===== config.mk =====
export PLATFORM = sky130hd
export DESIGN_NAME = rx_align_top
export DESIGN_NICKNAME = d
export VERILOG_FILES = /design/src/source/rx_align_pkg.sv /design/src/source/bit_time_lut.sv /design/src/source/clk_delay_search.sv /design/src/source/bitslip_ctrl.sv /design/src/source/lane_mapper.sv /design/src/source/rx_align_top.sv
export SDC_FILE = /design/constraint.sdc
export NUM_CORES = 1
export LEC_CHECK = 0
export BUFFER_PORTS_ARGS = -buffer_cell sky130_fd_sc_hd__buf_2
export CAP_MARGIN = 10
export CORE_MARGIN = 10
export CORE_UTILIZATION = 31
export CTS_CLUSTER_DIAMETER = 30
export DETAILED_ROUTE_END_ITERATION = 10
export HOLD_SLACK_MARGIN = 0.15
export SLEW_MARGIN = 0
export SYNTH_ARGS = -nofsm -noshare
export SYNTH_HDL_FRONTEND = slang
export SYNTH_SLANG_ARGS = --single-unit

===== constraint.sdc =====
create_clock -name rxclk_div -period 2.2 [get_ports rxclk_div]
set_input_delay 0.22 -clock rxclk_div [delete_from_list [all_inputs] [get_ports rxclk_div]]
set_output_delay 0.22 -clock rxclk_div [all_outputs]
set_load 0.01 [all_outputs]

===== src/source/rx_align_pkg.sv =====
`default_nettype none

package rx_align_pkg;

    //////////////////////////////////////////////////////////////////////
    // Receiver geometry
    //////////////////////////////////////////////////////////////////////
    localparam int LANES  = 8;
    localparam int WORD_W = 8;   // 1:8 DDR deserialization
    localparam int TAP_W  = 5;   // IDELAY count value width

    // Control loop timing, all in rxclk_div cycles
    localparam int STEP_CYCLES = 32;   // Settle time per delay step
    localparam int SLIP_WAIT   = 16;   // Bitslip takes a few cycles to show
    localparam int MAX_LOOPS   = 3;

    typedef logic [TAP_W-1:0]        tap_t;
    typedef logic [WORD_W-1:0]       word_t;
    typedef logic [15:0]             bit_rate_t;   // Mbps as hex digits, eg 16'h0641
    typedef logic [LANES*WORD_W-1:0] lane_words_t;

    // Forwarded clock sampled 1:8 gives four ones then four zeros
    localparam word_t CLK_PATTERN = 8'hF0;

    //////////////////////////////////////////////////////////////////////
    // Status and state types
    //////////////////////////////////////////////////////////////////////
    typedef struct packed {
        logic mmcm_ok;      // Clock locked and delays ready
        logic delay_done;   // Clock delay centered
        logic slip_done;    // Words aligned
    } lock_status_s;

    typedef enum logic [2:0] {
        SEARCH,
        CENTER,
        MOVE,
        RELEASE,
        LOCKED
    } search_state_e;

    typedef enum logic {CHECK, SLIP_WAIT_ST} slip_state_e;

    typedef enum logic [1:0] {PER_CLOCK, TWO_LANE, PER_LANE} data_format_e;

endpackage

`default_nettype wire


===== src/source/bit_time_lut.sv =====
`timescale 1ns/10ps
`default_nettype none

module bit_time_lut (
    input  wire                          rxclk_div,
    input  wire                          rst_n,
    input  wire rx_align_pkg::bit_rate_t bit_rate,
    output rx_align_pkg::tap_t           bit_time
);
    import rx_align_pkg::*;

    tap_t taps;   // Taps in one bit period

    // Faster links need fewer taps to span one bit
    always_comb begin
        if      (bit_rate > 16'h1068) taps = 5'd12;
        else if (bit_rate > 16'h0986) taps = 5'd13;
        else if (bit_rate > 16'h0916) taps = 5'd14;
        else if (bit_rate > 16'h0855) taps = 5'd15;
        else if (bit_rate > 16'h0801) taps = 5'd16;
        else if (bit_rate > 16'h0754) taps = 5'd17;
        else if (bit_rate > 16'h0712) taps = 5'd18;
        else if (bit_rate > 16'h0675) taps = 5'd19;
        else if (bit_rate > 16'h0641) taps = 5'd20;
        else if (bit_rate > 16'h0611) taps = 5'd21;
        else if (bit_rate > 16'h0583) taps = 5'd22;
        else if (bit_rate > 16'h0557) taps = 5'd23;
        else if (bit_rate > 16'h0534) taps = 5'd24;
        else if (bit_rate > 16'h0513) taps = 5'd25;
        else if (bit_rate > 16'h0493) taps = 5'd26;
        else if (bit_rate > 16'h0475) taps = 5'd27;
        else if (bit_rate > 16'h0458) taps = 5'd28;
        else if (bit_rate > 16'h0442) taps = 5'd29;
        else if (bit_rate > 16'h0427) taps = 5'd30;
        else                          taps = 5'd31;   // Slowest rates saturate the line
    end

    always_ff @(posedge rxclk_div) begin
        if (!rst_n) begin
            bit_time <= 5'd31;
        end else begin
            bit_time <= taps;
        end
    end

endmodule

`default_nettype wire


===== src/source/clk_delay_search.sv =====
`timescale 1ns/10ps
`default_nettype none

module clk_delay_search (
    input  wire                      rxclk_div,
    input  wire                      rst_n,
    input  wire                      mmcm_ok,
    input  wire rx_align_pkg::word_t clk_word,
    input  wire rx_align_pkg::tap_t  bit_time,
    output rx_align_pkg::tap_t       clk_tap,
    output logic                     serdes_rst,
    output logic                     search_done
);
    import rx_align_pkg::*;

    search_state_e                  state;
    logic                           hold;        // Clock or delays not ready
    logic                           warm_done;
    logic [$clog2(STEP_CYCLES)-1:0] step_cnt;
    logic                           step;
    logic [$clog2(MAX_LOOPS+1)-1:0] loop_cnt;
    word_t                          prev_word;
    logic                           word_changed;
    logic                           edge_flag;   // Edge seen since last step
    tap_t                           half_bit;
    tap_t                           target;
    logic                           move_up;

    assign half_bit = {1'b0, bit_time[TAP_W-1:1]};
    assign step     = warm_done && (step_cnt == STEP_CYCLES - 1);

    always_ff @(posedge rxclk_div) begin
        if (!rst_n) begin
            hold <= 1'b1;
        end else begin
            hold <= !mmcm_ok;
        end
    end

    //////////////////////////////////////////////////////////////////////
    // Edge detector on the deserialized clock word
    //////////////////////////////////////////////////////////////////////
    // A stable clock gives a constant word, so any change means the
    // sampling point sits on a transition
    always_ff @(posedge rxclk_div) begin
        prev_word    <= clk_word;
        word_changed <= (clk_word != prev_word) && (clk_word != '0) && (clk_word != '1);
    end

    // Stay on the short side of the edge to keep delay jitter low
    always_ff @(posedge rxclk_div) begin
        if (step && state == CENTER) begin
            if (clk_tap < half_bit) begin
                target  <= clk_tap + half_bit;
                move_up <= 1'b1;
            end else begin
                target  <= clk_tap - half_bit;
                move_up <= 1'b0;
            end
        end
    end

    //////////////////////////////////////////////////////////////////////
    // Search, center, release
    //////////////////////////////////////////////////////////////////////
    always_ff @(posedge rxclk_div) begin
        if (!rst_n || hold) begin
            state       <= SEARCH;
            warm_done   <= 1'b0;
            step_cnt    <= '0;
            loop_cnt    <= '0;
            edge_flag   <= 1'b0;
            clk_tap     <= bit_time;   // Start one bit period in
            serdes_rst  <= 1'b0;
            search_done <= 1'b0;
        end else begin
            if (step_cnt == STEP_CYCLES - 1) begin
                step_cnt  <= '0;
                warm_done <= 1'b1;   // First pass is warm-up only
            end else begin
                step_cnt <= step_cnt + 1'b1;
            end

            if (step) begin
                edge_flag <= 1'b0;
            end else if (word_changed) begin
                edge_flag <= 1'b1;
            end

            if (step) begin
                case (state)
                    SEARCH: begin
                        // Give up after a few wraps and center where we stand
                        if (edge_flag || (loop_cnt == MAX_LOOPS && clk_tap == '0)) begin
                            state <= CENTER;
                        end else if (clk_tap != '0) begin
                            clk_tap <= clk_tap - 1'b1;
                        end else begin
                            clk_tap  <= bit_time;
                            loop_cnt <= loop_cnt + 1'b1;
                        end
                    end
                    CENTER: state <= MOVE;
                    MOVE: begin
                        // One tap per step so the MMCM keeps lock
                        if (clk_tap == target) begin
                            state <= RELEASE;
                        end else if (move_up) begin
                            clk_tap <= clk_tap + 1'b1;
                        end else begin
                            clk_tap <= clk_tap - 1'b1;
                        end
                    end
                    RELEASE: begin
                        serdes_rst <= 1'b1;
                        state      <= LOCKED;
                    end
                    LOCKED: begin
                        serdes_rst  <= 1'b0;
                        search_done <= 1'b1;
                    end
                    default: state <= SEARCH;
                endcase
            end
        end
    end

endmodule

`default_nettype wire


===== src/source/bitslip_ctrl.sv =====
`timescale 1ns/10ps
`default_nettype none

module bitslip_ctrl (
    input  wire                      rxclk_div,
    input  wire                      rst_n,
    input  wire                      search_done,
    input  wire rx_align_pkg::word_t clk_word,
    output logic                     bitslip,
    output logic                     slip_done
);
    import rx_align_pkg::*;

    slip_state_e                  state;
    logic                         enable;
    logic                         mismatch;   // Clock word off the framing pattern
    logic [$clog2(SLIP_WAIT)-1:0] wait_cnt;

    always_ff @(posedge rxclk_div) begin
        if (!rst_n || !search_done) begin
            state     <= SLIP_WAIT_ST;   // Let the deserializer settle first
            enable    <= 1'b0;
            mismatch  <= 1'b0;
            wait_cnt  <= '0;
            bitslip   <= 1'b0;
            slip_done <= 1'b0;
        end else begin
            enable <= 1'b1;
            if (enable) begin
                mismatch <= (clk_word != CLK_PATTERN);
                case (state)
                    CHECK: begin
                        if (!mismatch) begin
                            slip_done <= 1'b1;
                        end else if (!slip_done) begin
                            bitslip <= 1'b1;   // Rotate every lane by one bit
                            state   <= SLIP_WAIT_ST;
                        end
                    end
                    SLIP_WAIT_ST: begin
                        bitslip <= 1'b0;
                        if (wait_cnt == SLIP_WAIT - 1) begin
                            wait_cnt <= '0;
                            state    <= CHECK;
                        end else begin
                            wait_cnt <= wait_cnt + 1'b1;
                        end
                    end
                    default: state <= CHECK;
                endcase
            end
        end
    end

endmodule

`default_nettype wire


===== src/source/lane_mapper.sv =====
`timescale 1ns/10ps
`default_nettype none

module lane_mapper #(
    parameter rx_align_pkg::data_format_e FORMAT = rx_align_pkg::TWO_LANE
) (
    input  wire                            rxclk_div,
    input  wire                            rst_n,
    input  wire rx_align_pkg::lane_words_t lane_words,
    output rx_align_pkg::lane_words_t      rx_data
);
    import rx_align_pkg::*;

    lane_words_t mapped;

    always_comb begin
        mapped = '0;
        for (int i = 0; i < LANES; i++) begin
            for (int j = 0; j < WORD_W; j++) begin
                case (FORMAT)
                    PER_CLOCK: mapped[LANES*j + i] = lane_words[WORD_W*i + j];
                    // Even lane on odd positions of the pair, odd lane on even ones
                    TWO_LANE: mapped[2*WORD_W*(i/2) + 2*j + 1 - (i%2)] = lane_words[WORD_W*i + j];
                    default: mapped[WORD_W*i + j] = lane_words[WORD_W*i + j];
                endcase
            end
        end
    end

    always_ff @(posedge rxclk_div) begin
        if (!rst_n) begin
            rx_data <= '0;
        end else begin
            rx_data <= mapped;
        end
    end

endmodule

`default_nettype wire


===== src/source/rx_align_top.sv =====
`timescale 1ns/10ps
`default_nettype none

module rx_align_top (
    input  wire                            rxclk_div,
    input  wire                            rst_n,
    input  wire                            mmcm_locked,
    input  wire                            idelay_rdy,
    input  wire rx_align_pkg::bit_rate_t   bit_rate,
    input  wire rx_align_pkg::word_t       clk_word,     // Deserialized forwarded clock
    input  wire rx_align_pkg::lane_words_t lane_words,
    output rx_align_pkg::tap_t             bit_time,
    output rx_align_pkg::tap_t             clk_tap,
    output logic                           serdes_rst,
    output logic                           bitslip,
    output rx_align_pkg::lane_words_t      rx_data,
    output rx_align_pkg::lock_status_s     lock_status
);
    import rx_align_pkg::*;

    logic mmcm_ok;
    logic search_done;
    logic slip_done;

    assign mmcm_ok = mmcm_locked & idelay_rdy;

    bit_time_lut u_bit_time_lut (
        .rxclk_div (rxclk_div),
        .rst_n     (rst_n),
        .bit_rate  (bit_rate),
        .bit_time  (bit_time)
    );

    clk_delay_search u_clk_delay_search (
        .rxclk_div   (rxclk_div),
        .rst_n       (rst_n),
        .mmcm_ok     (mmcm_ok),
        .clk_word    (clk_word),
        .bit_time    (bit_time),
        .clk_tap     (clk_tap),
        .serdes_rst  (serdes_rst),
        .search_done (search_done)
    );

    bitslip_ctrl u_bitslip_ctrl (
        .rxclk_div   (rxclk_div),
        .rst_n       (rst_n),
        .search_done (search_done),
        .clk_word    (clk_word),
        .bitslip     (bitslip),
        .slip_done   (slip_done)
    );

    lane_mapper #(
        .FORMAT (TWO_LANE)
    ) u_lane_mapper (
        .rxclk_div  (rxclk_div),
        .rst_n      (rst_n),
        .lane_words (lane_words),
        .rx_data    (rx_data)
    );

    // Status drops at once when the MMCM loses lock
    assign lock_status = '{
        mmcm_ok:    mmcm_ok & mmcm_locked,
        delay_done: search_done & mmcm_locked,
        slip_done:  slip_done & mmcm_locked
    };

endmodule

`default_nettype wire


==> flow_metrics.env, run 1 <==
export IMPL_hold_path_class="input port to flip-flop"
export IMPL_area_delta_synth_final_pct=49.2
export IMPL_cts_reportedPaths_clkPinSlew_ns=0.06
export IMPL_drtIter0Drc=218
export IMPL_fin_setup_tns_ns=0
export IMPL_antenna_found_initial=0
export IMPL_rsz0062_at_grt="no"
export IMPL_dr_pass1_iters=5
export IMPL_post_synth_top_area_cell="dfxtp_1"
export IMPL_core_mm2=0.0153
export IMPL_slowest_stage="edfxtp_1"
export IMPL_io_buffers=170
export IMPL_drcViolationCount=0
export IMPL_grt_pass1_vias=4651
export IMPL_cts_setup_buffers=0
export IMPL_grtUsageMet2_pct=25.6
export IMPL_post_route_util_pct=47.6
export IMPL_netlist_instances=507
export IMPL_syn_area_mm2=0.00488
export IMPL_yosys_top_cells_area="dfxtp_1 42%, and2_1 8.6%, edfxtp_1 6.8%, ha_1 3.6%, nor2_1 3.2%"
export IMPL_dieArea_mm2=0.0212
export IMPL_htreeDepth=4
export IMPL_numCtsBuffers=17
export IMPL_tightest_slew_ns=0.402
export IMPL_crit_type="flip-flop to flip-flop"
export IMPL_grtUsageMet1_pct=14.8
export IMPL_clock_root_buffer="clkbuf_16"
export IMPL_post_drt_wl_per_cell_um=15.3
export IMPL_rows=45
export IMPL_grt_busiest_layer="met2"
export IMPL_synthArstFlopShare_pct=0
export IMPL_ys_types=66
export IMPL_cp_end_kind="flip-flop"
export IMPL_met3_usage_pct=3.23
export IMPL_finalHoldViolCount=0
export IMPL_drv_cap=0
export IMPL_peakVddDrop_uv=433
export IMPL_synth_enable_flop_cells=11
export IMPL_period_minus_slack_ns=2.01
export IMPL_ys_flop_type="dfxtp_1"
export IMPL_grt_usage_pct=13.8
export IMPL_path_delay_family="compound AO/OA/AOI/OAI gates"
export IMPL_critPathArrivalTime_ns=2.17
export IMPL_ant_nets=0
export IMPL_routed_wirelength_mm=14.9
export IMPL_ys_ff_latch=113
export IMPL_ys_seq_area_share_pct=48.6
export IMPL_setup_violations=0
export IMPL_slew_headroom_pct=72.5
export IMPL_maxSlewViolCount=0
export IMPL_cp_max_fo=5
export IMPL_grt_overflow=0
export IMPL_cts_tree="done"
export IMPL_die_w_um=146
export IMPL_cts_buffer_depth=2
export IMPL_grt_pass1_wl_mm=24.0
export IMPL_status="completed"
export IMPL_io_pins=171
export IMPL_viasPerCell=4.59
export IMPL_postPlaceCellArea_mm2=0.00595
export IMPL_drive_above_1_share_pct=29.8
export IMPL_clock_sinks=113
export IMPL_insertion_delay_ns=0.40
export IMPL_leakagePower_nw=3.25
export IMPL_dp_hpwl_mm=11.0
export IMPL_place_gp_congestion=0.893
export IMPL_cp_num_buf_inv=1
export IMPL_start_util_pct=31.9
export IMPL_grt_max_degree=59
export IMPL_yosys_warnings=0
export IMPL_crit_chain="ha_1 -> inv_1 -> o21bai_1 -> a21o_1 -> a211o_1 -> mux2i_1 -> xnor2_1"
export IMPL_synth_top_area_share_pct=41.8
export IMPL_cp_required_ns=2.36
export IMPL_syn_avg_cell_area_um2=9.63
export IMPL_syn_nets=615
export IMPL_nets=863
export IMPL_die_h_um=146
export IMPL_crit_path_start_kind="flip-flop"
export IMPL_num_antenna_cells=0
export IMPL_max_stage_delay_ns=0.44
export IMPL_fin_crit_sh_pct=91.4
export IMPL_powerDensity_mw_per_mm2=750
export IMPL_finClkSkew_ns=0.00418
export IMPL_dr_total_vias=4495
export IMPL_final_area_mm2=0.00729
export IMPL_clock_fmax_ghz=0.497
## power by group
group	switching [mW]	internal (mW)	total [mW]
combinational	0.319	0.331	0.649
clock	0.989	1.63	2.62
sequential	0.0287	2.17	2.20
total	1.34	4.13	5.46
## synthesized netlist by cell type, types with 3 or more instances
cell and count:
edfxtp_1 11, nor3b_1 6, o211ai_1 4, buf_2 8, a211oi_1 7, xnor2_1 11
nand4_1 7, and2_1 67, a21o_1 5, mux2i_1 5, o21ai_0 10, nor3_1 9
inv_1 15, a21oi_1 23, nand3_1 15, dfxtp_1 102, nor2_1 41, clkbuf_1 17
nor4_1 6, o21ai_1 7, o21a_1 4, xor2_1 14, a31oi_1 7, ha_1 14
nand2b_1 5, or3_1 3, and3_1 3, nand2_1 29
## what timing repair did
item	CTS	global route
endpoints found under the hold margin	73	0
hold buffers	75	0
gates resized for setup	0	1
setup endpoints to repair	0	1
## logic make-up after synthesis
group                      share of synthesized area, %
DFF                                                48.6
and+or+nand+nor                                    24.6
AOI/OAI and AO/OA                                  12.7
buffers and inverters                              4.20
xor gates and xnor gates                           4.48
muxes                                              1.02
adders and majority gates                          4.41
## per-stage QoR
stage | setup WS [ns] | power (mW) | cells | hold WS [ns]
floorplan | 0.0609 | 2.54 | 507 | 0.248
global placement | 0.234 | 2.77 | 872 | 0.374
detailed placement | 0.185 | 2.78 | 872 | 0.381
CTS | 0.178 | 5.53 | 979 | 0.231
global route | 0.0349 | 5.70 | 979 | 0.238
finish | 0.189 | 5.46 | 979 | 0.231
## metal layers
metal	up-vias	wire length, µm
met5	-	0
met3	16	616
met1	2085	5890
li1	2265	-
met2	129	8180
met4	0	257
## cell usage in the layout, fill, tap and decap left out, types with 3 or more instances in the layout
cell           netlist  layout
a211oi_1             7       7
a21o_1               5       5
a21oi_1             23      23
a31oi_1              7       7
and2_1              67      67
and3_1               3       3
buf_2                8     170
buf_4                2      13
clkbuf_16            0      17
clkinv_4             0       4
dfxtp_1            102     102
dlygate4sd3_1        0      75
edfxtp_1            11      11
ha_1                14      13
inv_1               15      15
inv_6                0       4
mux2i_1              5       5
nand2_1             29      29
nand2b_1             5       5
nand3_1             15      15
nand4_1              7       7
nor2_1              41      41
nor3_1               9       9
nor3b_1              6       6
nor4_1               6       6
o211ai_1             4       4
o21a_1               4       4
o21ai_0             10      10
o21ai_1              7       7
or3_1                3       3
xnor2_1             11      11
xor2_1              14      14
## final cells by class
class	instances	area, µm²
fill	1445	8030
sequential	113	2370
clock inverter	13	126
timing repair buffer	258	1700
multi-input combinational	348	2310
tap	211	264
clock buffer	19	453
inverter	17	63.8
## registers in the layout, summed over array words and instances (netlist names), 3 cells and up
name	cells
u_lane_mapper.rx_data	64
u_clk_delay_search.prev_word	8
u_bit_time_lut.bit_time	5
u_clk_delay_search.clk_tap	5
u_clk_delay_search.step_cnt	5
u_clk_delay_search.target	5
u_bitslip_ctrl.wait_cnt	4
u_clk_delay_search.state	3
## final timing paths
| kind | from | endpoint | slack (ns) | cells after the start |
|---|---|---|---|---|
| max | u_clk_delay_search.clk_tap[1] | u_clk_delay_search.target[3] | 0.19 | 7 |
| min | rst_n | u_lane_mapper.rx_data[63] | 0.23 | 2 |
| max reg2reg | u_clk_delay_search.clk_tap[1] | u_clk_delay_search.target[3] | 0.19 | 7 |
| min reg2reg | u_clk_delay_search.step_cnt[0] | u_clk_delay_search.step_cnt[0] | 0.45 | 1 |
## worst register-to-register path, cell delays in order, from the launching register on
cell	delay, ns
edfxtp_1	0.44
ha_1	0.29
inv_1	0.07
o21bai_1	0.07
a21o_1	0.21
a211o_1	0.39
mux2i_1	0.22
xnor2_1	0.08
Note: power is estimated with default switching activity, not from simulation.
==> run 2, diff against run 1 <==
Settings changed: CORE_ASPECT_RATIO from default to 2.
==> run 2 against run 1 <==
- sequential share of layout area up 0.30 points
- global-route usage up 1.9 points
- critical path depth unchanged
- fmax down 4.8%
- clock-buffer cell count down 1
- cell area down 0.91%
- die area up 1.4%
==> flow_metrics.env, run 2 (same netlist as run 1, synthesis figures left out) <==
export IMPL_powerDensity_mw_per_mm2=728
export IMPL_area_delta_synth_final_pct=47.9
export IMPL_critPathArrivalTime_ns=2.27
export IMPL_hold_path_class="input port to flip-flop"
export IMPL_clock_fmax_ghz=0.473
export IMPL_tightest_slew_ns=0.542
export IMPL_p_int_mw=3.93
export IMPL_top_register="u_lane_mapper.rx_data"
export IMPL_timing_rr_end="u_clk_delay_search.target[3]"
export IMPL_slowest_stage="edfxtp_1"
export IMPL_leakagePower_nw=3.22
export IMPL_r2r_start="u_clk_delay_search.clk_tap[1]"
export IMPL_r2r_slack_ns=0.09
export IMPL_peakVddDrop_uv=528
export IMPL_status="completed"
export IMPL_cp_max_fo=5
export IMPL_ant_nets=0
export IMPL_period_minus_slack_ns=2.11
export IMPL_crit_path_start_kind="flip-flop"
export IMPL_rows=64
export IMPL_io_buffers=170
export IMPL_grt_max_degree=70
export IMPL_pwr_share_clk_pct=45.6
export IMPL_finClkSkew_ns=0.00740
export IMPL_layout_common_cells="170 x buf_2, 102 x dfxtp_1, 74 x dlygate4sd3_1"
export IMPL_drtIter0Drc=148
export IMPL_reg_top3="u_lane_mapper.rx_data: 64 flops, u_clk_delay_search.prev_word: 8 flops"
export IMPL_maxSlewViolCount=0
export IMPL_die_h_um=198
export IMPL_min_to="u_bit_time_lut.bit_time[2]"
export IMPL_drcViolationCount=0
export IMPL_fin_setup_tns_ns=0
export IMPL_grt_overflow=0
export IMPL_drv_cap=0
export IMPL_clock_root_buffer="clkbuf_16"
export IMPL_p_total_mw=5.26
export IMPL_core_mm2=0.0154
export IMPL_die_w_um=109
export IMPL_slew_headroom_pct=63.0
export IMPL_cts_buffer_depth=2
export IMPL_dp_hpwl_mm=12.6
export IMPL_antenna_found_initial=2
export IMPL_seq_power_share_pct=41.8
export IMPL_hold_start="bit_rate[13]"
export IMPL_grt_usage_pct=15.7
export IMPL_cts_reportedPaths_clkPinSlew_ns=0.05
export IMPL_holdWs_ns=0.291
export IMPL_htreeDepth=4
export IMPL_cts_tree="done"
export IMPL_grt_pass1_vias=5059
export IMPL_io_pins=171
export IMPL_dieArea_mm2=0.0215
export IMPL_crit_chain="ha_1 -> inv_1 -> o21bai_1 -> a21o_1 -> a211o_1 -> mux2i_1 -> xnor2_1"
export IMPL_netSwitchingFraction_pct=25.4
export IMPL_drive_above_1_share_pct=29.8
export IMPL_worstRegToRegCells=7
export IMPL_hold_path_depth=4
export IMPL_mostFrequentLayoutCell="buf_2"
export IMPL_start_util_pct=31.8
export IMPL_cp_required_ns=2.36
export IMPL_routed_wirelength_mm=16.8
export IMPL_power_frac_comb_pct=12.6
export IMPL_largest_reg_flops=64
export IMPL_setup_violations=0
export IMPL_viasPerCell=4.79
export IMPL_finalHoldViolCount=0
export IMPL_grt_pass1_wl_mm=25.9
export IMPL_clock_sinks=113
export IMPL_max_stage_delay_ns=0.48
export IMPL_fin_crit_sh_pct=96.0
export IMPL_insertion_delay_ns=0.41
export IMPL_p_sw_mw=1.33
export IMPL_dr_pass1_iters=8
export IMPL_cp_end_kind="flip-flop"
export IMPL_dr_total_vias=4641
export IMPL_place_gp_congestion=0.882
export IMPL_rsz0062_at_grt="yes"
export IMPL_crit_type="flip-flop to flip-flop"
export IMPL_nets=864
export IMPL_post_drt_wl_per_cell_um=17.4
export IMPL_numCtsBuffers=17
[run 2: cell count changes in the layout (fill, tap and decap cells not counted), moves of 2 or more]
cell and change:
clkbuf_8 -2, diode_2 +2, clkinv_2 +4, inv_6 -3, buf_4 +2
[run 2: how the worst max path moves through the flow]
stage / from / to / slack (ns) / cells past startpoint
after global routing: u_clk_delay_search.clk_tap[1] / u_clk_delay_search.target[3] / -0.02 / 7
after global placement: u_clk_delay_search.clk_tap[1] / u_clk_delay_search.target[2] / 0.19 / 7
after CTS: u_clk_delay_search.clk_tap[1] / u_clk_delay_search.target[3] / 0.10 / 7
after floorplan: u_clk_delay_search.step_cnt[0] / u_clk_delay_search.move_up / 0.06 / 8
after detailed placement: u_clk_delay_search.clk_tap[1] / u_clk_delay_search.target[3] / 0.11 / 7
final: u_clk_delay_search.clk_tap[1] / u_clk_delay_search.target[3] / 0.09 / 7
[run 2: layout make-up]
type,instances,area [µm²]
fillers,1474,8150
inverters,17,63.8
diodes,2,5.00
well taps,198,248
flip-flops and latches,113,2370
clock buffers,18,429
multi-input cells,348,2310
repair buffers,259,1700
clock inverters,13,92.6
[run 2: power by group through the flow]
stage | Clock [mW] | Combinational, mW | Sequential (mW)
global placement | 0 | 0.539 | 2.24
finish | 2.40 | 0.663 | 2.20
CTS | 2.46 | 0.657 | 2.20
detailed placement | 0 | 0.546 | 2.24
global route | 2.55 | 0.724 | 2.21
floorplan | 0 | 0.262 | 2.28
[run 2: stage by stage]
stage          instance area, µm²  std cells  worst slack (ns)  utilization, %
6_report                     7220        968            0.0869            47.0
5_1_grt                      7220        968           -0.0190            47.0
4_1_cts                      7190        963             0.104            46.8
3_5_place_dp                 5930        858             0.110            38.6
3_3_place_gp                 5930        858             0.192            38.6
2_1_floorplan                4880        507            0.0609               -
[run 2: routing by layer]
metal,vias up,global-route usage [%],wire [µm]
met5,-,0,0
met4,0,10.8,975
met3,62,3.99,734
met2,170,29.8,9800
met1,2151,13.6,5340
li1,2258,-,-
[run 2: timing repair]
action                     CTS  global route
hold buffers                74             0
buffers inserted             0             3
gates resized for setup      0             1
hold endpoints to repair    73             0
setup endpoints to repair    0             8
[run 2: worst max-delay path, delay by kind of cell (launching register included)]
kind                       cells  cell delay [ns]
muxes                          1             0.23
DFF                            1             0.48
AOI/OAI and AO/OA              3             0.69
xor gates and xnor gates       1             0.08
adders and majority gates      1             0.32
buffers and inverters          1             0.07
